## config.mk

```make
export PLATFORM = sky130hd
export DESIGN_NAME = dtc_ctrl
export DESIGN_NICKNAME = d
export VERILOG_FILES = /design/src/pll_cal_pkg.sv /design/src/pll_word_pkg.sv /design/src/dtc_ctrl.sv
export SDC_FILE = /design/constraint.sdc
export NUM_CORES = 2
export LEC_CHECK = 0
export BUFFER_PORTS_ARGS = -buffer_cell sky130_fd_sc_hd__buf_4
export CORE_MARGIN = 2
export CORE_UTILIZATION = 50
export CTS_BUF_LIST = sky130_fd_sc_hd__clkbuf_8
export CTS_CLUSTER_SIZE = 16
export DETAILED_ROUTE_END_ITERATION = 12
export GPL_ROUTABILITY_DRIVEN = 0
export PLACE_DENSITY = 0.69
export SKIP_LAST_GASP = 1
export SLEW_MARGIN = 15
export SYNTH_ARGS = -nofsm -noshare
export SYNTH_HDL_FRONTEND = slang
export SYNTH_SLANG_ARGS = --single-unit
export TNS_END_PERCENT = 10
```

## constraint.sdc

```tcl
create_clock -name CKVD -period 3.2 [get_ports CKVD]
set_input_delay 0 -clock CKVD [delete_from_list [all_inputs] [get_ports CKVD]]
set_output_delay 0 -clock CKVD [all_outputs]
set_load 0.01 [all_outputs]
```

## src/pll_cal_pkg.sv

```systemverilog
`default_nettype none

package pll_cal_pkg;

	// dtc gain loop
	localparam int KDTC_W         = 13;  // gain integer bits
	localparam int KA_W           = 5;   // signed step exponent, -16 to 15
	localparam int PHE_SYNC_DEPTH = 5;   // phe delay to line up with the sign

	// oscillator tuning word loop
	localparam int OTW_W = 9;
	localparam logic [OTW_W-1:0] OTW_RST = 9'd256;  // mid code
	localparam int OTW_WIN = 1024;  // cycles per monitor window

endpackage

`default_nettype wire

```

## src/pll_word_pkg.sv

```systemverilog
`default_nettype none

package pll_word_pkg;

	// --------------------
	// word widths
	localparam int WI          = 9;   // fcw integer part
	localparam int WF          = 26;  // fcw and phase fraction
	localparam int FCW_W       = WI + WF;
	localparam int PHE_W       = WF + 2;  // unsigned, two integer bits
	localparam int CAR_W       = 3;   // signed, -1 to 2
	localparam int MMD_P_W     = 9;
	localparam int MMD_S_W     = 3;
	localparam int DTC_W       = 12;
	localparam int DN_WEIGHT_W = 5;

	// --------------------
	// divider values after reset
	localparam logic [MMD_P_W-1:0] MMD_P_RST = 9'd50;
	localparam logic [MMD_S_W-1:0] MMD_S_RST = 3'b100;

	// fcw seen as a plain number or as int over frac
	typedef union packed {
		logic [FCW_W-1:0] word;
		struct packed {
			logic [WI-1:0] int_part;
			logic [WF-1:0] frac;
		} f;
	} fcw_word_t;

endpackage

`default_nettype wire

```

## src/dtc_ctrl.sv

```systemverilog
`default_nettype none

module dtc_ctrl (
	input  logic CKVD,
	input  logic NRST,
	input  logic dtc_en,
	input  logic [pll_cal_pkg::KDTC_W+pll_word_pkg::WF-1:0] kdtc,
	input  logic [pll_word_pkg::PHE_W-1:0] phe,
	output logic [pll_word_pkg::DTC_W-1:0] dcw
);

	localparam int PROD_W = pll_cal_pkg::KDTC_W + pll_word_pkg::WF + pll_word_pkg::PHE_W;

	logic [PROD_W-1:0]                  prod_full;  // 2*WF fraction bits
	logic [PROD_W-pll_word_pkg::WF-1:0] prod_q;     // back to WF fraction bits
	logic [pll_word_pkg::DTC_W-1:0]     dcw_rnd;

	assign prod_full = kdtc * phe;

	always_ff @(posedge CKVD or negedge NRST) begin
		if (!NRST)
			prod_q <= '0;
		else
			prod_q <= prod_full[PROD_W-1:pll_word_pkg::WF];
	end

	// round half up on the first fraction bit
	assign dcw_rnd = prod_q[pll_word_pkg::WF+pll_word_pkg::DTC_W-1:pll_word_pkg::WF]
		+ {{(pll_word_pkg::DTC_W-1){1'b0}}, prod_q[pll_word_pkg::WF-1]};

	// --------------------
	always_ff @(posedge CKVD or negedge NRST) begin
		if (!NRST)
			dcw <= '0;
		else if (dtc_en)
			dcw <= dcw_rnd;
		else
			dcw <= '0;  // dtc parked at zero delay
	end

endmodule

`default_nettype wire

```

# After elaboration in Yosys (flattened, before gate mapping)

Cells that the tools add are included.

Bits in registers: 50
Input bits: 70
Output and inout port bits: 12
Logic and storage cells: 5

Add/subtract/negate cells: 1
$mul: 1
Muxes and demuxes: 1

Operators by type and width:

| kind           | count |
|---|---|
| $mul 39x28->64 | 1 |
| $add 12x1->12  | 1 |
| $mux 12        | 1 |

# Longest topological paths before layout

Word-level depth: 2
Mapped depth: 27
Gate-level depth less buffers: 24

# Least setup slack after synthesis

Ideal clock, no wire load.

Path type: input port to flip-flop
Start point: input port kdtc[7] (netlist bit)
End point: register prod_q[31] (netlist bit)
Setup time: 0.123 ns
Arrival: 6.092 ns
Required time: 3.077 ns
Setup slack: -3.015 ns
Stages: 24
Path buffers: 2
Path through: clkbuf_1 -> clkbuf_1 -> nand2_1 -> fa_1 -> inv_1 -> fa_1 -> inv_1 -> fa_1 -> inv_1 -> fa_1 -> fa_1 -> fa_1 -> inv_1 -> fa_1 -> inv_1 -> ha_1 -> nand4_4 -> or4_1 -> or2_1 -> o211ai_2 -> nand4_1 -> o211ai_1 -> a21oi_2 -> xnor2_1

Longest elaborated chain between the ends: 1

Ends and longest elaborated chain:

| element              | RTL line       | text |
|---|---|---|
| from (decl)          | dtc_ctrl.sv:7  | `input logic [pll_cal_pkg::KDTC_W+pll_word_pkg::WF-1:0] kdtc,` |
| $mul 39x28->64       | dtc_ctrl.sv:18 | `assign prod_full = kdtc * phe;` |
| via prod_full[57]    | dtc_ctrl.sv:14 | `logic [PROD_W-1:0] prod_full;` |
| to (signal assigned) | dtc_ctrl.sv:24 | `prod_q <= prod_full[PROD_W-1:pll_word_pkg::WF];` |
| to (decl)            | dtc_ctrl.sv:15 | `logic [PROD_W-pll_word_pkg::WF-1:0] prod_q;` |

The timed path passes the listed nets, and every way through them passes these cells.

# Final worst setup path

Start point: input port kdtc[23] (netlist bit)
End point: register prod_q[37] (netlist bit)

Same word-level chain as after synthesis.

==> impl_metrics.tcl <==
set metrics [dict create \
    outcome "finished with violations" \
    violations "setup timing" \
    ys_dominant_reg_cell "dfrtp_1" \
    finalMaxSlewViolations 0 \
    criticalPathCategory "in -> reg" \
    die_y_um 267 \
    wl_mm 91.8 \
    fmax_ghz 0.167 \
    clock_skew_ns 0.00442 \
    grt_start_max_net_pins 34 \
    grt_pass1_vias 29300 \
    clkSlewWorstSetupHoldPaths_ns 0.09 \
    stdcell_count 5055 \
    critPathRequiredTime_ns 3.40 \
    port_buffers 81 \
    cpMostUsedCell "fa_1" \
    synthTopCellsByCount "inv_1 (1097), fa_1 (957), nand2_1 (564)" \
    crit_start "kdtc[23]" \
    wl_per_cell_um 18.2 \
    netlist_area_um2 34600 \
    vias 25600 \
    cp_num_buf_inv 8 \
    cp_slowest_stage_delay_ns 0.58 \
    cts_tree "built" \
    crit_arrival_ns 6.17 \
    pin_count 82 \
    placed_cells 5031 \
    synth.distinct_cells 53 \
    synth-warning-count 0 \
    grt_pass1_wl_mm 152 \
    cts-htree-levels 1 \
    synthCells 3893 \
    fill_cells 6056 \
    critPathMaxFanout 16 \
    core_area_um2 68600 \
    rows 96 \
    drive_gt1_frac 0.132 \
    path_delay_family "adder cells" \
    yosysMostFrequentCell "inv_1" \
    start_kind "primary input" \
    postRouteAntennaNets 0 \
    cp_slowest_cell "fa_1" \
    setup_tns_ns -35.30 \
    clock_latency_ns 0.27 \
    synth_area_leaders "fa_1 (55%), inv_1 (12%), and2_1 (10%), ha_1 (7.2%), nand2_1 (6.1%)" \
    track_usage 0.275 \
    cp.depth 25 \
    finalHoldViolCount 0 \
    placed_area_um2 38600 \
    r2r_end "dcw[11]" \
    design_area_um2 39400 \
    setup_viol 13 \
    cts_root_buffer "clkbuf_8" \
    cts_buffers 3 \
    yosys.area.top_type_share 0.554 \
    r2r-start "prod_q[29]" \
    diodes 0 \
    antenna_found_initial 0 \
    drt_pass1_iterations 6 \
    grt_setup_unrepaired "true" \
    synthToLayoutAreaGrowth_pct 14.0 \
    cp-endpoint "prod_q[37]" \
    synth_seq_area_share 0.0181 \
    avgSynthCellArea_um2 8.89 \
    drv_cap 0 \
    finalNetCount 5351 \
    whs_ns 0.0224 \
    drt-initial-drc-count 1446 \
    min_from "dtc_en" \
    relSlewSlack 0.607 \
    cts_sinks 25 \
    dp_hpwl_mm 78.4 \
    die_w_um 267 \
    min_period_ns 5.97 \
    grt_overflow 0 \
    finalCritPeriodShare 1.87 \
    hp-class "in -> reg" \
    setup_ws_ns -2.77 \
    drcViolationCount 0 \
    synth-edff-count 0 \
    start_util 0.504 \
    viasPerCell 5.07 \
    clockBufferDepth 2 \
    end_kind "register" \
    synthesis.nets 5119 \
    die-area_um2 71300 \
    rrSetupSlack_ns 1.48 \
    r2r.worst_path.cells 6 \
    tightest_slew_ns 0.590 \
    synth-seq-cells 25 \
    yosys.area.top_type "fa_1" \
    async_flop_share 1.00 \
]
[worst min-delay path by stage]
| stage | to | slack [ns] | cells past startpoint |
|---|---|---|---|
| 4_1_cts | dcw[7] | 0.03 | 2 |
| 3_3_place_gp | dcw[0] | -0.08 | 1 |
| 3_5_place_dp | dcw[0] | -0.07 | 1 |
| 5_1_grt | dcw[9] | 0.05 | 2 |
| 2_1_floorplan | dcw[0] | -0.30 | 0 |
| 6_report | dcw[3] | 0.02 | 2 |
[sequential cells by signal, indices dropped and copies added (netlist names)]
name,cells
dcw,12
prod_q,13
[per-stage QoR]
step / util / setup WS [ns]
2_1_floorplan: - / -2.72
3_3_place_gp: 0.562 / -3.37
3_5_place_dp: 0.562 / -3.40
4_1_cts: 0.575 / -2.75
5_1_grt: 0.575 / -3.07
6_report: 0.575 / -2.77
[cells in the final DEF (no fill, tap or decap), drive strengths merged, types with 4 or more instances in the layout]
cell type	synthesis	final
ha	199	199
o21bai	9	9
a211oi	7	7
o21ai	26	26
nor4	5	5
xor2	6	6
o211ai	8	8
or3	5	5
a31oi	4	4
a21o	18	18
and3	4	4
a21oi	48	48
nand4	13	13
buf	0	454
o221ai	4	4
fa	957	957
nor3	7	7
nand2	564	564
dfrtp	25	25
nand3	22	22
nor2	21	21
xnor2	23	23
and4	5	5
inv	1097	1098
and2	558	558
[logic make-up after synthesis]
logic type | Yosys count | synth area share
compound gates | 144 | 0.0269
xor+xnor | 29 | 0.00734
fa+ha+maj | 1156 | 0.626
buf+inv | 1326 | 0.145
flops | 25 | 0.0181
simple gates | 1213 | 0.177
[layer usage]
layer	wire, um	vias up	GRT usage	part of all wire
li1	-	11400	-	-
met1	35800	13300	0.339	0.39
met2	47300	772	0.502	0.52
met3	3840	233	0.0149	0.042
met4	4740	0	0.117	0.052
met5	0	-	0	0
[final cells by class]
class | count | area (um2) | share of cell area
Clock inverter | 1 | 3.75 | 0.0000952
Multi-Input combinational cell | 2542 | 29300 | 0.743
Sequential cell | 25 | 626 | 0.0159
Timing Repair Buffer | 456 | 4190 | 0.106
Inverter | 1097 | 4120 | 0.104
Tap cell | 931 | 1160 | 0.0295
Clock buffer | 3 | 41.3 | 0.00105
[repair_timing]
item / CTS / global route
buffers inserted: 17 / 0
endpoints found under the hold margin: 25 / 0
endpoints found under the setup margin: 13 / 13
hold buffers: 1 / 0
gates resized for setup: 157 / 1
pin swaps: 89 / 0
cloned: 2 / 0
Power is left out: the tool's default activity adds up to more than one toggle a clock period on the data nets, which glitch-free logic cannot reach.
