[src/pll_word_pkg.sv]
`default_nettype none

package pll_word_pkg;

	// --------------------
	// word widths
	localparam int WI          = 9;   // fcw integer part
	localparam int WF          = 26;  // fcw and phase fraction
	localparam int FCW_W       = WI + WF;
	localparam int PHE_W       = WF + 2;  // unsigned, two integer bits
	localparam int CAR_W       = 3;   // signed, -1 to 2
	localparam int MMD_P_W     = 9;
	localparam int MMD_S_W     = 3;
	localparam int DTC_W       = 12;
	localparam int DN_WEIGHT_W = 5;

	// --------------------
	// divider values after reset
	localparam logic [MMD_P_W-1:0] MMD_P_RST = 9'd50;
	localparam logic [MMD_S_W-1:0] MMD_S_RST = 3'b100;

	// fcw seen as a plain number or as int over frac
	typedef union packed {
		logic [FCW_W-1:0] word;
		struct packed {
			logic [WI-1:0] int_part;
			logic [WF-1:0] frac;
		} f;
	} fcw_word_t;

endpackage

`default_nettype wire

[src/mmd_ctrl.sv]
`default_nettype none

module mmd_ctrl (
	input  logic CKVD,
	input  logic NRST,
	input  logic mmd_en,
	input  logic [pll_word_pkg::WI-1:0] fcw_int,
	input  logic signed [pll_word_pkg::CAR_W-1:0] car,
	output logic [pll_word_pkg::MMD_P_W-1:0] mmd_p,
	output logic [pll_word_pkg::MMD_S_W-1:0] mmd_s
);

	logic [pll_word_pkg::WI-1:0]      fcw_int_q;
	logic [pll_word_pkg::WI-1:0]      car_ext;
	logic [pll_word_pkg::MMD_P_W-1:0] mmd_p_pre;

	assign car_ext = {{(pll_word_pkg::WI-pll_word_pkg::CAR_W){car[pll_word_pkg::CAR_W-1]}}, car};

	// integer -> sum -> output, 3 edges
	always_ff @(posedge CKVD or negedge NRST) begin
		if (!NRST) begin
			fcw_int_q <= pll_word_pkg::MMD_P_RST;
			mmd_p_pre <= pll_word_pkg::MMD_P_RST;
			mmd_p     <= pll_word_pkg::MMD_P_RST;
		end else begin
			fcw_int_q <= fcw_int;
			mmd_p_pre <= mmd_en ? (fcw_int_q + car_ext) : fcw_int_q;
			mmd_p     <= mmd_p_pre;
		end
	end

	// --------------------
	// prescaler range from the integer part
	always_ff @(posedge CKVD or negedge NRST) begin
		if (!NRST) begin
			mmd_s <= pll_word_pkg::MMD_S_RST;
		end else begin
			if (fcw_int_q <= 16)
				mmd_s <= 3'd0;
			else if (fcw_int_q <= 32)
				mmd_s <= 3'd1;
			else if (fcw_int_q <= 64)
				mmd_s <= 3'd4;
			else if (fcw_int_q <= 128)
				mmd_s <= 3'd5;
			else
				mmd_s <= 3'd6;
		end
	end

endmodule

`default_nettype wire

[config.mk]
export PLATFORM = sky130hd
export DESIGN_NAME = mmd_ctrl
export DESIGN_NICKNAME = d
export VERILOG_FILES = /design/src/pll_word_pkg.sv /design/src/mmd_ctrl.sv
export SDC_FILE = /design/constraint.sdc
export NUM_CORES = 1
export LEC_CHECK = 0
export BUFFER_PORTS_ARGS = -buffer_cell sky130_fd_sc_hd__buf_2
export CAP_MARGIN = 15
export CORE_MARGIN = 2
export CORE_UTILIZATION = 51
export CTS_BUF_LIST = sky130_fd_sc_hd__clkbuf_4 sky130_fd_sc_hd__clkbuf_8
export CTS_CLUSTER_DIAMETER = 200
export DETAILED_ROUTE_END_ITERATION = 10
export PLACE_DENSITY = 0.87
export SLEW_MARGIN = 40
export SYNTH_ARGS = -nofsm -noshare
export SYNTH_HDL_FRONTEND = slang
export SYNTH_SLANG_ARGS = --single-unit
[constraint.sdc]
create_clock -name CKVD -period 2 [get_ports CKVD]
set_input_delay 0.4 -clock CKVD [delete_from_list [all_inputs] [get_ports CKVD]]
set_output_delay 0.4 -clock CKVD [all_outputs]
set_load 0.01 [all_outputs]
# --- Word level (Yosys, flattened, before mapping) ---
# Index checks and enable logic that the tools add are counted.
# W data, S select, Z words.
classes:
  add_sub_neg: 1
  order_cmp: 4
  muxes: 5
op_table:
  columns: ["cell", "count"]
  rows:
  - ["$add A9 B9 Y9", 1]
  - ["$le A9 B5 Y1 const B", 1]
  - ["$le A9 B6 Y1 const B", 1]
  - ["$le A9 B7 Y1 const B", 1]
  - ["$le A9 B8 Y1 const B", 1]
  - ["$mux W9", 1]
  - ["$mux W3", 2]
  - ["$mux W2", 2]
word_totals:
  ff_bits: 30
  in_bits: 15
  out_inout_bits: 12
  elab_cells: 14

# --- Longest topological paths before layout ---
depth:
  word_depth: 5
  depth_mapped: 8
  depth_no_buf: 8

# --- Worst setup path after synthesis ---
# OpenSTA, ideal clock, no wires.
synth_path:
  path_type: "reg-to-reg"
  from: "reg fcw_int_q[1] in the netlist's numbering"
  to: "reg mmd_p_pre[8] in the netlist's numbering"
  setup_ns: 0.132
  arrival_ns: 1.827
  required_time_ns: 1.868
  path_slack_ns: 0.041
  path_stages_with_launch: 8
  n_path_buf: 0
  period_less_slack_ns: 1.959
  cell_sequence: "dfstp_2 > inv_1 > fa_1 > nor2b_4 > o31ai_2 > a2111oi_1 > or3_1 > o211ai_1"
synth_via:
  elab_chain_len: 2
synth_lines:
  columns: ["item", "line_no", "text"]
  rows:
  - ["start: declaration", "mmd_ctrl.sv:13", "logic [pll_word_pkg::WI-1:0] fcw_int_q;"]
  - ["start signal: assignment", "mmd_ctrl.sv:22", "fcw_int_q <= pll_word_pkg::MMD_P_RST;"]
  - ["start signal: assignment", "mmd_ctrl.sv:26", "fcw_int_q <= fcw_int;"]
  - ["$add A9 B9 Y9", "mmd_ctrl.sv:27", "mmd_p_pre <= mmd_en ? (fcw_int_q + car_ext) : fcw_int_q;"]
  - ["$mux W9", "mmd_ctrl.sv:27", null]
  - ["end signal: assignment", "mmd_ctrl.sv:23", "mmd_p_pre <= pll_word_pkg::MMD_P_RST;"]
  - ["end signal: assignment", "mmd_ctrl.sv:27", null]
  - ["end: declaration", "mmd_ctrl.sv:15", "logic [pll_word_pkg::MMD_P_W-1:0] mmd_p_pre;"]
# No other way between the ends.

# --- Worst setup path after layout ---
layout_path:
  from: "reg fcw_int_q[0] in the netlist's numbering"
  to: "reg mmd_p_pre[8] in the netlist's numbering"
# The elaborated chain is that of the path after synthesis.

==> results.cfg <==
[status]
status = finished, final reports clean

[global_routing]
grt_pass1_vias = 1027
use_met1 = 0.219
grtUsageTotal = 0.183
grt_busiest_layer = met2
overflow = 0
grt_max_degree = 31
met3_usage = 0.0535
grt_util_met2 = 0.289
antenna_found_initial = 0
grt_pass1_wl_um = 4370

[sta]
min_period_over_period = 0.999
fin_ws_ns = 0.00295
tightest_slew_ns = 0.643
grt_setup_unrepaired = yes
period_minus_slack_ns = 2.00
drv_slew = 0
clock_skew_ns = 0.00688
setup_viol = 0
whs_ns = 0.0914
fmax_mhz = 501
hold_violations = 0
relSlewSlack = 0.571

[synth]
synth_area_leader_cell = dfrtp_1
synth_nets = 133
synth_edf_count = 0
synthTopCellsByCount = dfrtp_1 (20), dfstp_2 (10), ha_1 (8)
synth_top_area_frac = 0.367
synthCells = 109
avgSynthCellArea_um2 = 12.5
synth.area.top_cells = dfrtp_1 (37%), dfstp_2 (19%), ha_1 (7.3%)
synth.distinct_cells = 35
ys_ff_latch = 30
synthFlopType = dfrtp_1
yosysWarnings = 0
ys_seq_area_frac = 0.559
async_reset_ff_frac = 1.00
yosysMostFrequentCell = dfrtp_1
syn_area_um2 = 1370

[cells_and_area]
nFillCells = 171
seq_area_um2 = 763
synthToLayoutAreaGrowth_pct = 24.0
drive_gt1_frac = 0.450
multi_input_area_um2 = 619
antenna_cells = 0
fin_util = 0.677
nets = 172

[drt]
ant_nets = 0
drt_pass1_iterations = 4
drtIter0Drc = 16
vias = 1007
wl_um = 2530
via_per_inst = 5.63
avgRoutedWirePerCell_um = 14.1
drc = 0

[worst_setup_path]
path_cells = ha_2, inv_2, fa_2, nor2b_4, o31ai_4, a2111oi_4, or3_1, o211ai_1
path_class = reg2reg
cp-start-kind = flop
cp.arrival_ns = 2.20
crit_buf_inv = 1
cp_data_required_time_ns = 2.20
crit_path_end_kind = flop
cp_slowest_cell = dfrtp_1
slowest_delay_ns = 0.38
critPathMaxFanout = 3
path_delay_family = adder cells

[clock_tree]
max-clock-path-buffers = 2
path_clk_slew_ns = 0.09
cts_buffers = 5
tritoncts = built
clkLatencyLatePin_ns = 0.32
cts-root-buf = clkbuf_4
clock-sinks = 30
htree_levels = 2

[pwr]
power_density_nw_per_um2 = 799
power.leakage_nw = 0.762
ir_drop_mv = 0.615
finalPower_mw = 1.35

[placement]
place_hpwl_um = 1740
place_ws_ns = -0.196
routabilityCongestion = 0.821
io_buffer_count = 26

[die]
initial_core_util = 0.546
fp.dieArea_um2 = 3110
rows = 18
die_y_um = 55.7
die_w_um = 55.7
core_area_um2 = 2500
design.portCount = 27

[min_path]
hold_path.class = in2async

[run]
cap_viol_max_count = 0
[registers in the layout, summed over array words and instances (netlist names)]
name,count
mmd_p_pre,9
fcw_int_q,9
mmd_p,9
mmd_s,3
[placed cells by master (no fill, tap or decap), drive strengths merged]
cell	synthesis	final
nand2	6	6
dfrtp	20	20
inv	7	7
nor2	5	5
a211oi	3	3
a2111o	1	1
nor3b	2	2
nor3	5	5
ha	8	8
buf	0	33
nor4	1	1
nor2b	2	2
o211ai	3	3
nand2b	1	1
mux2	6	6
a2111oi	1	1
o21ai	3	3
o31ai	1	1
fa	1	1
o21a	1	1
dfstp	10	10
a31oi	1	1
or2	1	1
o31a	1	1
clkbuf	1	7
xnor2	5	5
nand3b	3	3
o22ai	1	1
o2111a	1	1
clkinv	0	1
a21o	1	1
mux2i	2	2
a21oi	4	4
or3	1	1
[logic make-up after synthesis]
kind of cell               Yosys count  share of synthesized area
and+or+nand+nor                     27                      0.109
xor gates and xnor gates             5                     0.0321
DFF                                 30                      0.559
muxes                                8                     0.0669
AOI/OAI and AO/OA                   22                      0.123
buffers and inverters                8                     0.0220
adders and majority gates            9                     0.0880
[repair_timing]
item                       CTS  global route
pin swaps                    0             9
hold buffers                 0             0
setup endpoints to repair    2             3
buffers inserted             0             3
resized for setup            4             5
[metal layers]
layer | share of wire | vias to the layer above
li1 | - | 471
met1 | 0.41 | 485
met2 | 0.50 | 44
met3 | 0.067 | 7
met4 | 0.019 | 0
met5 | 0 | -
[final cells by class]
class | count | area share
clock buffers | 7 | 0.0347
flip-flops and latches | 30 | 0.451
inverters | 7 | 0.0155
repair buffers | 33 | 0.108
multi-input cells | 71 | 0.366
clock inverters | 1 | 0.00296
well taps | 30 | 0.0222
[worst paths after layout]
path / depth (start not counted) / endpoint / start / slack, ns
min in group CKVD: 1 / fcw_int_q[4] / fcw_int[4] / 0.17
worst min register to register: 0 / mmd_p[2] / mmd_p_pre[2] / 0.35
max in group asynchronous: 1 / mmd_s[1] / NRST / 1.48
worst max register to register: 8 / mmd_p_pre[8] / fcw_int_q[0] / 0.003
worst min-delay path: 1 / mmd_p[2] / NRST / 0.09
worst max-delay path: 8 / mmd_p_pre[8] / fcw_int_q[0] / 0.003
[stage by stage]
| stage | setup TNS, ns | instances | area [um^2] |
|---|---|---|---|
| after floorplan | 0 | 109 | 1370 |
| after global placement | -0.128 | 168 | 1560 |
| after detailed placement | -0.269 | 168 | 1560 |
| after CTS | 0 | 176 | 1640 |
| after global routing | -0.109 | 179 | 1690 |
| final | 0 | 179 | 1690 |
[report_power, final]
part	switching, mW	internal [mW]
sequential	0.0206	0.681
combinational	0.143	0.130
clock	0.194	0.184
[worst register-to-register path, cell delays in order, from the launching register on]
cell	delay, ns
dfrtp_1	0.38
ha_2	0.19
inv_2	0.04
fa_2	0.38
nor2b_4	0.18
o31ai_4	0.11
a2111oi_4	0.36
or3_1	0.15
o211ai_1	0.08
No activity file was read; power rests on OpenSTA's default activity.
