$ cat src/pll_cal_pkg.sv
`default_nettype none

package pll_cal_pkg;

	// dtc gain loop
	localparam int KDTC_W         = 13;  // gain integer bits
	localparam int KA_W           = 5;   // signed step exponent, -16 to 15
	localparam int PHE_SYNC_DEPTH = 5;   // phe delay to line up with the sign

	// oscillator tuning word loop
	localparam int OTW_W = 9;
	localparam logic [OTW_W-1:0] OTW_RST = 9'd256;  // mid code
	localparam int OTW_WIN = 1024;  // cycles per monitor window

endpackage

`default_nettype wire

$ cat src/otw_cali.sv
`default_nettype none

module otw_cali (
	input  logic CKVD,
	input  logic NRST,
	input  logic en,
	input  logic [1:0] vctest,    // 10: vc high, 01: vc low
	input  logic [1:0] step_sel,  // step of 1 to 4
	input  logic [pll_cal_pkg::OTW_W-1:0] otw_in,
	output logic [pll_cal_pkg::OTW_W-1:0] otw
);

	logic [$clog2(pll_cal_pkg::OTW_WIN)-1:0] win_cnt;
	logic                                    win_end;
	logic                                    powerup;  // set once enabled
	logic [pll_cal_pkg::OTW_W-1:0]           step;

	assign step = {{(pll_cal_pkg::OTW_W-2){1'b0}}, step_sel} + 1'b1;

	// --------------------
	// monitor window
	always_ff @(posedge CKVD or negedge NRST) begin
		if (!NRST) begin
			win_cnt <= '0;
			win_end <= 1'b0;
			powerup <= 1'b0;
		end else if (en) begin
			win_cnt <= win_cnt + 1'b1;
			win_end <= (win_cnt == pll_cal_pkg::OTW_WIN - 1);
			powerup <= 1'b1;
		end else begin
			win_cnt <= '0;
			win_end <= 1'b0;
		end
	end

	// --------------------
	// tuning word
	always_ff @(posedge CKVD or negedge NRST) begin
		if (!NRST) begin
			otw <= pll_cal_pkg::OTW_RST;
		end else if (en) begin
			if (win_end) begin
				case (vctest)
					2'b10:   otw <= otw + step;
					2'b01:   otw <= otw - step;
					default: otw <= otw;  // in range
				endcase
			end
		end else if (!powerup) begin
			otw <= otw_in;  // follow the programmed word until first use
		end
	end

endmodule

`default_nettype wire

$ cat config.mk
export PLATFORM = sky130hd
export DESIGN_NAME = otw_cali
export DESIGN_NICKNAME = d
export VERILOG_FILES = /design/src/pll_cal_pkg.sv /design/src/otw_cali.sv
export SDC_FILE = /design/constraint.sdc
export NUM_CORES = 1
export LEC_CHECK = 0
export BUFFER_PORTS_ARGS = -buffer_cell sky130_fd_sc_hd__buf_2
export CORE_MARGIN = 4
export CORE_UTILIZATION = 59
export DETAILED_ROUTE_END_ITERATION = 8
export HOLD_SLACK_MARGIN = 0.15
export PLACE_DENSITY = 0.84
export RECOVER_POWER = 25
export SKIP_LAST_GASP = 1
export SYNTH_ARGS = -nofsm -noshare
export SYNTH_HDL_FRONTEND = slang
export SYNTH_SLANG_ARGS = --single-unit
$ cat constraint.sdc
create_clock -name CKVD -period 3 [get_ports CKVD]
set_input_delay 0.3 -clock CKVD [delete_from_list [all_inputs] [get_ports CKVD]]
set_output_delay 0.3 -clock CKVD [all_outputs]
set_load 0.02 [all_outputs]
# == After elaboration in Yosys (flattened, before gate mapping) ==
# Index checks and enable logic that the tools add are counted.
# totals
ff_bits,21
output_inout_bits,9
# op_classes
reduce_logical,1
eq_ne,6
addsub,4
muxes,6
# op_table
cell,n
two-way mux 9 bit,3
case mux 9 bit (2 select lines),1
"adder 10 x 1 -> 10 bit, second input constant",1
"== test 10 bit, second input constant",1
two-way mux 10 bit,1
adder 9 x 3 -> 9 bit,1
subtractor 9 x 3 -> 9 bit,1
"adder 2 x 1 -> 3 bit, second input constant",1
"inequality test 3 x 1 -> 1 bit, second input constant",1
AND reduction 3 bit,1
"== test 2 x 1 -> 1 bit, second input constant",1
"== test 2 bit, second input constant",1
"inequality test 2 x 1 -> 1 bit, second input constant",1
"inequality test 2 bit, second input constant",1
two-way mux 1 bit,1

# == Longest topological paths before layout ==
# Gate-level depths: netlist of the first run.
# depth
ltp_word,5
depth_mapped,10
ltp_nobuf,10

# == Least setup slack after synthesis of the first run ==
# Ideal clock, no wire load.
# synth_timing
path_type,input to register
start,in vctest[0]
end,reg otw[7] (netlist name)
n_path_buf,0
cell_stages,10
setup_time_ps,69
slack_ps,701
required_time_ps,2931
t_arrival_ps,2231
cell_sequence,or2b_1 clkinv_1 nor2_1 xnor2_1 ha_1 nor2b_1 o2111ai_1 a21oi_1 or4_1 nand3_1
# synth_via
elab_chain_len,4
word_cells_on_any_way,7
cone_classes,3 x eq/ne; 3 x mux; 1 x reduce/logical
# synth_rtl
item,line,text
"start, declared",otw_cali.sv:7,"input logic [1:0] vctest,"
== test 2 x 1 -> 1 bit or == test 2 bit (tied branches),otw_cali.sv:44,case (vctest)
case mux 9 bit (2 select lines),otw_cali.sv:44,
two-way mux 9 bit,otw_cali.sv:43,if (win_end) begin
two-way mux 9 bit,otw_cali.sv:42,end else if (en) begin
"end signal, assigned",otw_cali.sv:41,otw <= pll_cal_pkg::OTW_RST;
"end signal, assigned",otw_cali.sv:45,2'b10: otw <= otw + step;
"end signal, assigned",otw_cali.sv:46,2'b01: otw <= otw - step;
"end, declared",otw_cali.sv:10,output logic [pll_cal_pkg::OTW_W-1:0] otw
# Parallel ways exist; a longest one is shown, timed or not. The select of a mux whose other input is x is not followed.
# A chain may end at the register's enable or synchronous reset.

# == Worst setup path after layout of the first run ==
# Ends and elaborated chain as after synthesis.

==> results of run 1 <==
[synth_stat cells]
cell type / count / share of area
a21oi_2: 1 / 0.0062
o21ai_0: 9 / 0.032
nor2b_1: 5 / 0.022
o2111a_1: 1 / 0.0079
dfrtp_1: 20 / 0.35
and2_1: 9 / 0.040
o2111ai_1: 1 / 0.0062
or4_1: 1 / 0.0053
nor2_1: 5 / 0.013
fa_1: 1 / 0.014
a21oi_1: 9 / 0.032
xor2_2: 1 / 0.011
nor3b_1: 4 / 0.021
dfstp_2: 1 / 0.018
nand3_1: 11 / 0.039
ha_1: 11 / 0.097
nand2_1: 11 / 0.029
and3_1: 5 / 0.022
o31a_1: 2 / 0.012
a31oi_4: 1 / 0.015
clkinv_1: 1 / 0.0026
xnor2_1: 11 / 0.068
nor4b_1: 1 / 0.0062
a211oi_2: 1 / 0.0088
or2_2: 1 / 0.0044
clkbuf_1: 2 / 0.0053
inv_1: 6 / 0.016
a21o_1: 2 / 0.011
nor3_1: 2 / 0.0070
o21a_1: 2 / 0.011
or3_1: 1 / 0.0044
xor2_1: 1 / 0.0062
nand4b_1: 1 / 0.0062
or2b_1: 1 / 0.0053
a2111oi_1: 1 / 0.0070
buf_2: 2 / 0.0070
mux2i_1: 3 / 0.021
nand2b_1: 2 / 0.0088
[final timing paths]
kind / startpoint / end / slack [ns] / cells after the start
max: vctest[0] / otw[7] / 0.70 / 11
min: otw_in[2] / otw[2] / 0.28 / 3
max reg2reg: otw[0] / otw[8] / 0.92 / 9
min reg2reg: win_cnt[0] / win_cnt[0] / 0.46 / 1
max in group asynchronous: NRST / otw[0] / 1.57 / 2
min in group asynchronous: NRST / otw[4] / 0.74 / 2
[registers in the layout, summed over array words and instances, names as in the netlist]
signal	flops
otw	9
powerup	1
win_cnt	10
win_end	1
[metrics by stage]
step,std cells,hold WS (ns)
after global routing,203,0.297
final,203,0.276
after detailed placement,198,0.285
after CTS,203,0.280
after floorplan,150,0.00441
after global placement,198,0.279
[cell families after synthesis]
group | count (synthesis) | synth area share
AO/OA/AOI/OAI | 30 | 0.148
XOR/XNOR | 13 | 0.0854
buffers and inverters | 11 | 0.0308
adder cells (fa/ha/maj) | 12 | 0.111
flip-flops | 21 | 0.371
multiplexers | 3 | 0.0211
AND/OR/NAND/NOR | 60 | 0.233
[power breakdown]
| group | leakage (nW) | total (mW) | switching, mW | internal, mW |
|---|---|---|---|---|
| logic | 0.475 | 0.239 | 0.135 | 0.104 |
| clock network | 0.0150 | 0.138 | 0.0861 | 0.0519 |
| registers | 0.267 | 0.322 | 0.0182 | 0.304 |
[layout make-up]
type                            instances  area, um2  share of cell area
Timing Repair Buffer                   25        128              0.0801
Tap cell                               28       35.0              0.0220
Inverter                                7       26.3              0.0165
Sequential cell                        21        527               0.331
Clock buffer                            4       26.3              0.0165
Multi-Input combinational cell        118        851               0.534
[critical path, cell delays in order]
cell and delay [ns]:
buf_2 0.12, or2b_1 0.21, clkinv_1 0.18, nor2_1 0.15, xnor2_1 0.19, ha_1 0.28
nor2b_1 0.14, o2111ai_1 0.25, a21oi_1 0.12, or4_1 0.50, nand3_1 0.10
[per-layer routing]
layer / global-route usage / share of wire / vias to the layer above / routed length, um
met5: 0 / 0 / - / 0
met4: 0.0993 / 0.032 / 0 / 91
met3: 0.0271 / 0.030 / 11 / 85
met2: 0.351 / 0.52 / 20 / 1460
met1: 0.214 / 0.42 / 542 / 1170
li1: - / - / 577 / -
==> results.json, run 1 <==
{
  "status": "complete, no violations",
  "start_kind": "input pin",
  "routed_wl_um": 2800,
  "synth_area_um2": 1420,
  "yosysWarnings": 0,
  "dpl.hpwl_um": 2090,
  "num_antenna_cells": 0,
  "rows": 17,
  "worstSetupPathType": "in2reg",
  "die_area_um2": 3260,
  "place_ws_ns": 0.379,
  "avgSynthCellArea_um2": 9.48,
  "layout_commonest_cell": "buf_2",
  "finalSetupTns_ns": 0,
  "drv_slew": 0,
  "ir_drop_mv": 0.339,
  "post-route-period-util": 0.767,
  "required_ns": 3.25,
  "grt_pass1_wl_um": 4990,
  "io_pins": 25,
  "cts_made_buffers": 3,
  "final_util": 0.706,
  "critPathCaptureType": "register",
  "grt_pass1_vias": 1181,
  "areaGrowthSynthToFinish_pct": 12.1,
  "insertion_delay_ns": 0.31,
  "cts.sinks": 21,
  "fin_crit_ns": 2.30,
  "vias_per_cell": 5.67,
  "design_area_um2": 1590,
  "drive_above_1_share": 0.177,
  "finClkSkew_ns": 0.00538,
  "ys_types": 38,
  "clock_path_buffers": 2,
  "core_um2": 2250,
  "finalHoldViolCount": 0,
  "nFillCells": 177,
  "dr_total_vias": 1150,
  "cts_tree": "yes",
  "drtPass1Iterations": 4,
  "setup_slack_ns": 0.699,
  "clk_pin_slew_worst_paths_ns": 0.12,
  "cts_resized": 0,
  "wire_per_inst_um": 13.8,
  "syn-num-nets": 178,
  "cts_hold_buffers": 1,
  "cp_max_fo": 6,
  "layout.nets": 204,
  "cts_max_level": 1,
  "dieHeight_um": 57.1,
  "synth_seq_cells": 21,
  "drt_iter0_markers": 16,
  "tightest_slew_ns": 1.30,
  "root_buffer": "clkbuf_4",
  "drv_cap": 0,
  "antenna_left": 0,
  "rsz0062_at_grt": "false",
  "grt_usage": 0.192,
  "leakagePower_nw": 0.757,
  "route.detailed.drc": 0,
  "placed_area_um2": 1560,
  "gp_congestion": 0.829,
  "cts_setup_buffers": 0,
  "relSlewSlack": 0.131,
  "port_buffers": 24,
  "max_freq_ghz": 0.435,
  "total_power_uw": 699,
  "crit_arrival_ns": 2.55,
  "mostFrequentLayoutCells": "buf_2, dfrtp_1",
  "die_w_um": 57.1,
  "seq_area_frac_synth": 0.371,
  "antenna_found_initial": 0,
  "setup-violations-final": 0,
  "initial_core_util": 0.630,
  "netlist_instances": 150,
  "hold_class": "in2reg",
  "power_density_nw_per_um2": 439,
  "grt.overflow.total": 0,
  "grt_max_degree": 33
}
Note: power is estimated with default switching activity, not from simulation.
==> inputs of run 2 (changes only) <==
--- a/config.mk
+++ b/config.mk
@@ -5,12 +5,13 @@
 export SDC_FILE = /design/constraint.sdc
 export NUM_CORES = 1
 export LEC_CHECK = 0
+export ABC_AREA = 1
 export BUFFER_PORTS_ARGS = -buffer_cell sky130_fd_sc_hd__buf_2
 export CORE_MARGIN = 4
-export CORE_UTILIZATION = 59
+export CORE_UTILIZATION = 55
 export DETAILED_ROUTE_END_ITERATION = 8
 export HOLD_SLACK_MARGIN = 0.15
-export PLACE_DENSITY = 0.84
+export PLACE_DENSITY = 0.79
 export RECOVER_POWER = 25
 export SKIP_LAST_GASP = 1
 export SYNTH_ARGS = -nofsm -noshare
==> constraint.sdc (replaced) <==
create_clock -name CKVD -period 2.25 [get_ports CKVD]
set_input_delay 0.225 -clock CKVD [delete_from_list [all_inputs] [get_ports CKVD]]
set_output_delay 0.225 -clock CKVD [all_outputs]
set_load 0.02 [all_outputs]
==> results.json, run 2 <==
{
  "grt_pass1_vias": 1316,
  "required_ns": 2.46,
  "start_kind": "register",
  "synth_seq_cells": 21,
  "worstRegToRegCells": 12,
  "cp_max_fo": 3,
  "grt_max_degree": 24,
  "seq_area_frac_synth": 0.366,
  "antenna_found_initial": 0,
  "netlist_instances": 200,
  "die_area_um2": 3500,
  "antenna_left": 0,
  "die_w_um": 59.1,
  "reg_top3": "win_cnt (10), otw (9)",
  "cts.sinks": 21,
  "clk_pin_slew_worst_paths_ns": 0.13,
  "gp_congestion": 0.853,
  "placed_area_um2": 1570,
  "rsz0062_at_grt": "false",
  "routed_wl_um": 2970,
  "drtPass1Iterations": 4,
  "max_freq_ghz": 0.563,
  "netlist_top_cells_count": "nand2_1, inv_1, nor2_1",
  "yosysWarnings": 0,
  "largest_reg_flops": 10,
  "cts_resized": 0,
  "cts_hold_buffers": 2,
  "design_area_um2": 1610,
  "ir_drop_mv": 0.524,
  "final_util": 0.650,
  "synth-edff-count": 0,
  "port_buffers": 24,
  "hold_class": "in2reg",
  "num_antenna_cells": 0,
  "hold_depth": 3,
  "synth_area_leaders": "dfrtp_1, nand2_1, ha_1, inv_1, nor2_1",
  "io_pins": 25,
  "cts_max_level": 1,
  "leakagePower_nw": 0.887,
  "drive_above_1_share": 0.146,
  "power_density_nw_per_um2": 738,
  "yosysMostFrequentCell": "nand2_1",
  "finClkSkew_ns": 0.0108,
  "relSlewSlack": 0.218,
  "tightest_slew_ns": 1.17,
  "ys.flop_type": "dfrtp_1",
  "finalHoldViolCount": 0,
  "synth_top_cell_area_share": 0.348,
  "async_flop_share": 1.00,
  "setup-violations-final": 0,
  "dieHeight_um": 59.1,
  "post-route-period-util": 0.790,
  "worstSetupPathType": "reg2reg",
  "drv_slew": 0,
  "cts_tree": "yes",
  "clock_path_buffers": 2,
  "critPathCaptureType": "register",
  "mostFrequentLayoutCells": "nand2_1, inv_1, nor2_1, buf_2, dfrtp_1",
  "grt.overflow.total": 0,
  "avgSynthCellArea_um2": 7.19,
  "layout_commonest_cell": "nand2_1",
  "vias_per_cell": 5.26,
  "synth_area_um2": 1440,
  "rows": 18,
  "finalSetupTns_ns": 0,
  "dr_total_vias": 1346,
  "route.detailed.drc": 0,
  "core_um2": 2480,
  "grt_pass1_wl_um": 5370,
  "root_buffer": "clkbuf_4",
  "yosys.area.top_type": "dfrtp_1",
  "initial_core_util": 0.580,
  "layout.nets": 255,
  "cts_made_buffers": 3,
  "status": "complete, no violations",
  "ys_types": 25,
  "wire_per_inst_um": 11.6,
  "drv_cap": 0,
  "crit_arrival_ns": 1.99,
  "grt_usage": 0.201,
  "dpl.hpwl_um": 2290,
  "fin_crit_ns": 1.78,
  "areaGrowthSynthToFinish_pct": 12.0,
  "regMostFlops": "win_cnt",
  "syn-num-nets": 228,
  "insertion_delay_ns": 0.31,
  "cts_setup_buffers": 0,
  "drt_iter0_markers": 46
}
-- run 2: cell types whose count changed after synthesis, moves of 3 or more --
cell,delta
and3_1,-5
inv_2,+3
a21oi_1,+5
and2_1,-9
mux2i_1,-3
nor2_1,+17
nor2b_1,-5
nand3_1,+4
inv_1,+19
nor3b_1,-3
nand2_1,+50
xnor2_1,-10
xor2_1,+3
o21ai_0,-5
-- run 2: final cells by class --
class / instances / area (um2)
multi-input combinational: 146 / 772
fill: 235 / 867
clock buffer: 3 / 22.5
sequential: 21 / 527
clock inverter: 1 / 5.00
tap: 30 / 37.5
timing repair buffer: 26 / 138
inverter: 29 / 109
-- run 2: worst paths after layout --
path / startpoint / end / slack [ns]
max: otw[0] / otw[6] / 0.47
min: otw_in[1] / otw[1] / 0.18
max reg2reg: otw[0] / otw[6] / 0.47
min reg2reg: otw[8] / otw[8] / 0.49
max in group asynchronous: NRST / otw[5] / 0.90
min in group asynchronous: NRST / win_cnt[7] / 0.65
-- run 2: metal layers --
metal  routed length (um)  global-route usage  part of all wire
met2                 1520               0.353              0.51
met3                   88              0.0283             0.030
met5                    0                   0                 0
met1                 1310               0.241              0.44
met4                   49              0.0906             0.017
-- run 2: per-stage QoR --
stage	std cells	worst slack, ns	power, mW	hold slack (ns)
floorplan	200	0.485	0.868	-0.0706
global placement	250	0.304	0.988	0.199
detailed placement	250	0.249	1.00	0.215
CTS	256	0.492	1.20	0.158
global route	256	0.252	1.30	0.176
finish	256	0.472	1.19	0.179
-- run 2: logic make-up after synthesis --
kind of cell,synth area share
adders and majority gates,0.110
and+or+nand+nor,0.318
AOI/OAI and AO/OA,0.0792
xor gates and xnor gates,0.0305
DFF,0.366
buffers and inverters,0.0966
-- run 2: critical path, cell delays in order, from the launching register on --
cell and delay, ns:
dfrtp_1 0.40, inv_1 0.08, ha_1 0.15, inv_1 0.06, fa_1 0.40, nand3_1 0.09, nand2_1 0.10, nand2_1 0.09
nand2_1 0.05, nand2_1 0.05, nand3_1 0.06, nand2_1 0.10, nand2_1 0.05
-- run 2: power breakdown --
group	total (mW)	switching (mW)	internal, mW
combinational	0.522	0.324	0.198
clock	0.190	0.124	0.0664
sequential	0.475	0.0453	0.430
total	1.19	0.493	0.695
==> inputs of run 3 (changes only) <==
--- a/config.mk
+++ b/config.mk
@@ -5,13 +5,13 @@
 export SDC_FILE = /design/constraint.sdc
 export NUM_CORES = 1
 export LEC_CHECK = 0
-export ABC_AREA = 1
+export ABC_AREA = 0
 export BUFFER_PORTS_ARGS = -buffer_cell sky130_fd_sc_hd__buf_2
 export CORE_MARGIN = 4
-export CORE_UTILIZATION = 55
+export CORE_UTILIZATION = 50
 export DETAILED_ROUTE_END_ITERATION = 8
 export HOLD_SLACK_MARGIN = 0.15
-export PLACE_DENSITY = 0.79
+export PLACE_DENSITY = 0.75
 export RECOVER_POWER = 25
 export SKIP_LAST_GASP = 1
 export SYNTH_ARGS = -nofsm -noshare
==> constraint.sdc (replaced) <==
create_clock -name CKVD -period 1.5 [get_ports CKVD]
set_input_delay 0.15 -clock CKVD [delete_from_list [all_inputs] [get_ports CKVD]]
set_output_delay 0.15 -clock CKVD [all_outputs]
set_load 0.02 [all_outputs]
==> results.json, run 3 (synthesis results as in run 1) <==
{
  "fin_crit_ns": 1.87,
  "start_kind": "register",
  "finalHoldViolCount": 0,
  "root_buffer": "clkbuf_4",
  "regMostFlops": "win_cnt",
  "initial_core_util": 0.520,
  "design_area_um2": 2030,
  "placed_area_um2": 1870,
  "route.detailed.drc": 0,
  "drtPass1Iterations": 4,
  "layout.nets": 241,
  "areaGrowthSynthToFinish_pct": 42.9,
  "layout_commonest_cell": "buf_4",
  "drive_above_1_share": 0.410,
  "violations": "setup timing",
  "ff2ff_setup_slack_ns": -0.37,
  "die_w_um": 61.3,
  "setup-violations-final": 7,
  "cts.sinks": 21,
  "power_density_nw_per_um2": 859,
  "cts_made_buffers": 3,
  "clock_path_buffers": 2,
  "reg_top3": "win_cnt (10), otw (9)",
  "worstSetupPathType": "reg2reg",
  "relSlewSlack": 0.227,
  "finalSetupTns_ns": -1.97,
  "num_antenna_cells": 0,
  "tightest_slew_ns": 1.16,
  "slowest_delay_ns": 0.42,
  "setup_slack_ns": -0.367,
  "rsz0062_at_grt": "true",
  "drt_iter0_markers": 53,
  "grt_pass1_vias": 1306,
  "grt.overflow.total": 0,
  "ir_drop_mv": 0.880,
  "io_pins": 25,
  "max_freq_ghz": 0.536,
  "antenna_found_initial": 0,
  "port_buffers": 24,
  "die_area_um2": 3760,
  "whs_ns": 0.142,
  "total_power_mw": 1.75,
  "place_ws_ns": -0.730,
  "clk_pin_slew_worst_paths_ns": 0.12,
  "cp_max_fo": 4,
  "crit_arrival_ns": 2.11,
  "dpl.hpwl_um": 2560,
  "hold_class": "in2reg",
  "crit_top_cell": "inv_2",
  "grt_usage": 0.199,
  "post-route-period-util": 1.24,
  "status": "finished, violations left",
  "cts_max_level": 1,
  "required_ns": 1.75,
  "antenna_left": 0,
  "final_util": 0.743,
  "core_um2": 2730,
  "drv_cap": 0,
  "fin_cells": 243,
  "grt_pass1_wl_um": 5550,
  "routed_wl_um": 3450,
  "wire_per_inst_um": 14.2,
  "dr_total_vias": 1322,
  "gp_congestion": 0.825,
  "grt_max_degree": 22,
  "largest_reg_flops": 10,
  "critPathCaptureType": "register",
  "cp_slowest_cell": "dfrtp_2",
  "placedCellCount": 231,
  "dieHeight_um": 61.3,
  "rows": 19,
  "drv_slew": 0,
  "crit_chain": "inv_2 -> ha_4 -> inv_2 -> fa_2 -> nand3_4 -> a211oi_4 -> or2_4 -> a2111oi_4 -> nand2_1",
  "leakagePower_nw": 0.978,
  "mostFrequentLayoutCells": "buf_4, buf_2, dfrtp_1, nand2_1, nand3_1",
  "vias_per_cell": 5.44,
  "finClkSkew_ns": 0.00281,
  "cts_tree": "yes",
  "insertion_delay_ns": 0.31
}
run 3: cell count changes in the layout (fill, tap and decap cells not counted), moves of 4 or more:
cell,previous run,this run
nand2_1,61,11
buf_4,0,33
o21ai_1,2,7
nor2_1,22,4
inv_1,25,4
nand3_1,15,10
xnor2_1,1,8
a21oi_1,14,8
nor2b_1,0,4
and2_1,0,8
and3_1,0,4
run 3: where the power goes:
part | internal, mW | total, mW | switching, mW | leakage (nW)
logic | 0.434 | 0.826 | 0.392 | 0.694
registers | 0.608 | 0.641 | 0.0328 | 0.266
clock network | 0.0996 | 0.278 | 0.178 | 0.0177
total | 1.14 | 1.75 | 0.603 | 0.978
run 3: final timing paths:
check,startpoint,cells after the start,to
max,otw[0],9,otw[8]
min,otw_in[1],3,otw[1]
max reg2reg,otw[0],9,otw[8]
min reg2reg,win_cnt[0],1,win_cnt[0]
max in group asynchronous,NRST,2,otw[0]
min in group asynchronous,NRST,2,powerup
run 3: cell type report:
class / count / area (um2)
Clock buffer: 3 / 22.5
Tap cell: 31 / 38.8
Multi-Input combinational cell: 118 / 991
Timing Repair Buffer: 62 / 418
Clock inverter: 1 / 5.00
Fill cell: 206 / 703
Inverter: 7 / 27.5
Sequential cell: 21 / 528
run 3: per-layer routing:
metal	track usage	up-vias	share of wire
met2	0.370	25	0.54
met4	0.0774	0	0.019
met1	0.232	640	0.41
met3	0.0189	8	0.028
met5	0	-	0
li1	-	649	-
run 3: timing repair:
item / 4_1_cts / 5_1_grt
pin swaps: 4 / 4
setup buffers: 3 / 1
hold buffers: 4 / 0
endpoints found under the hold margin: 24 / 0
gates resized for setup: 3 / 8
setup endpoints to repair: 8 / 8
run 3: critical path: cells and delay by family (launching register included):
family	cells	cell delay, ns
simple gates	3	0.43
buf+inv	2	0.12
flops	1	0.42
compound gates	2	0.34
fa+ha+maj	2	0.50
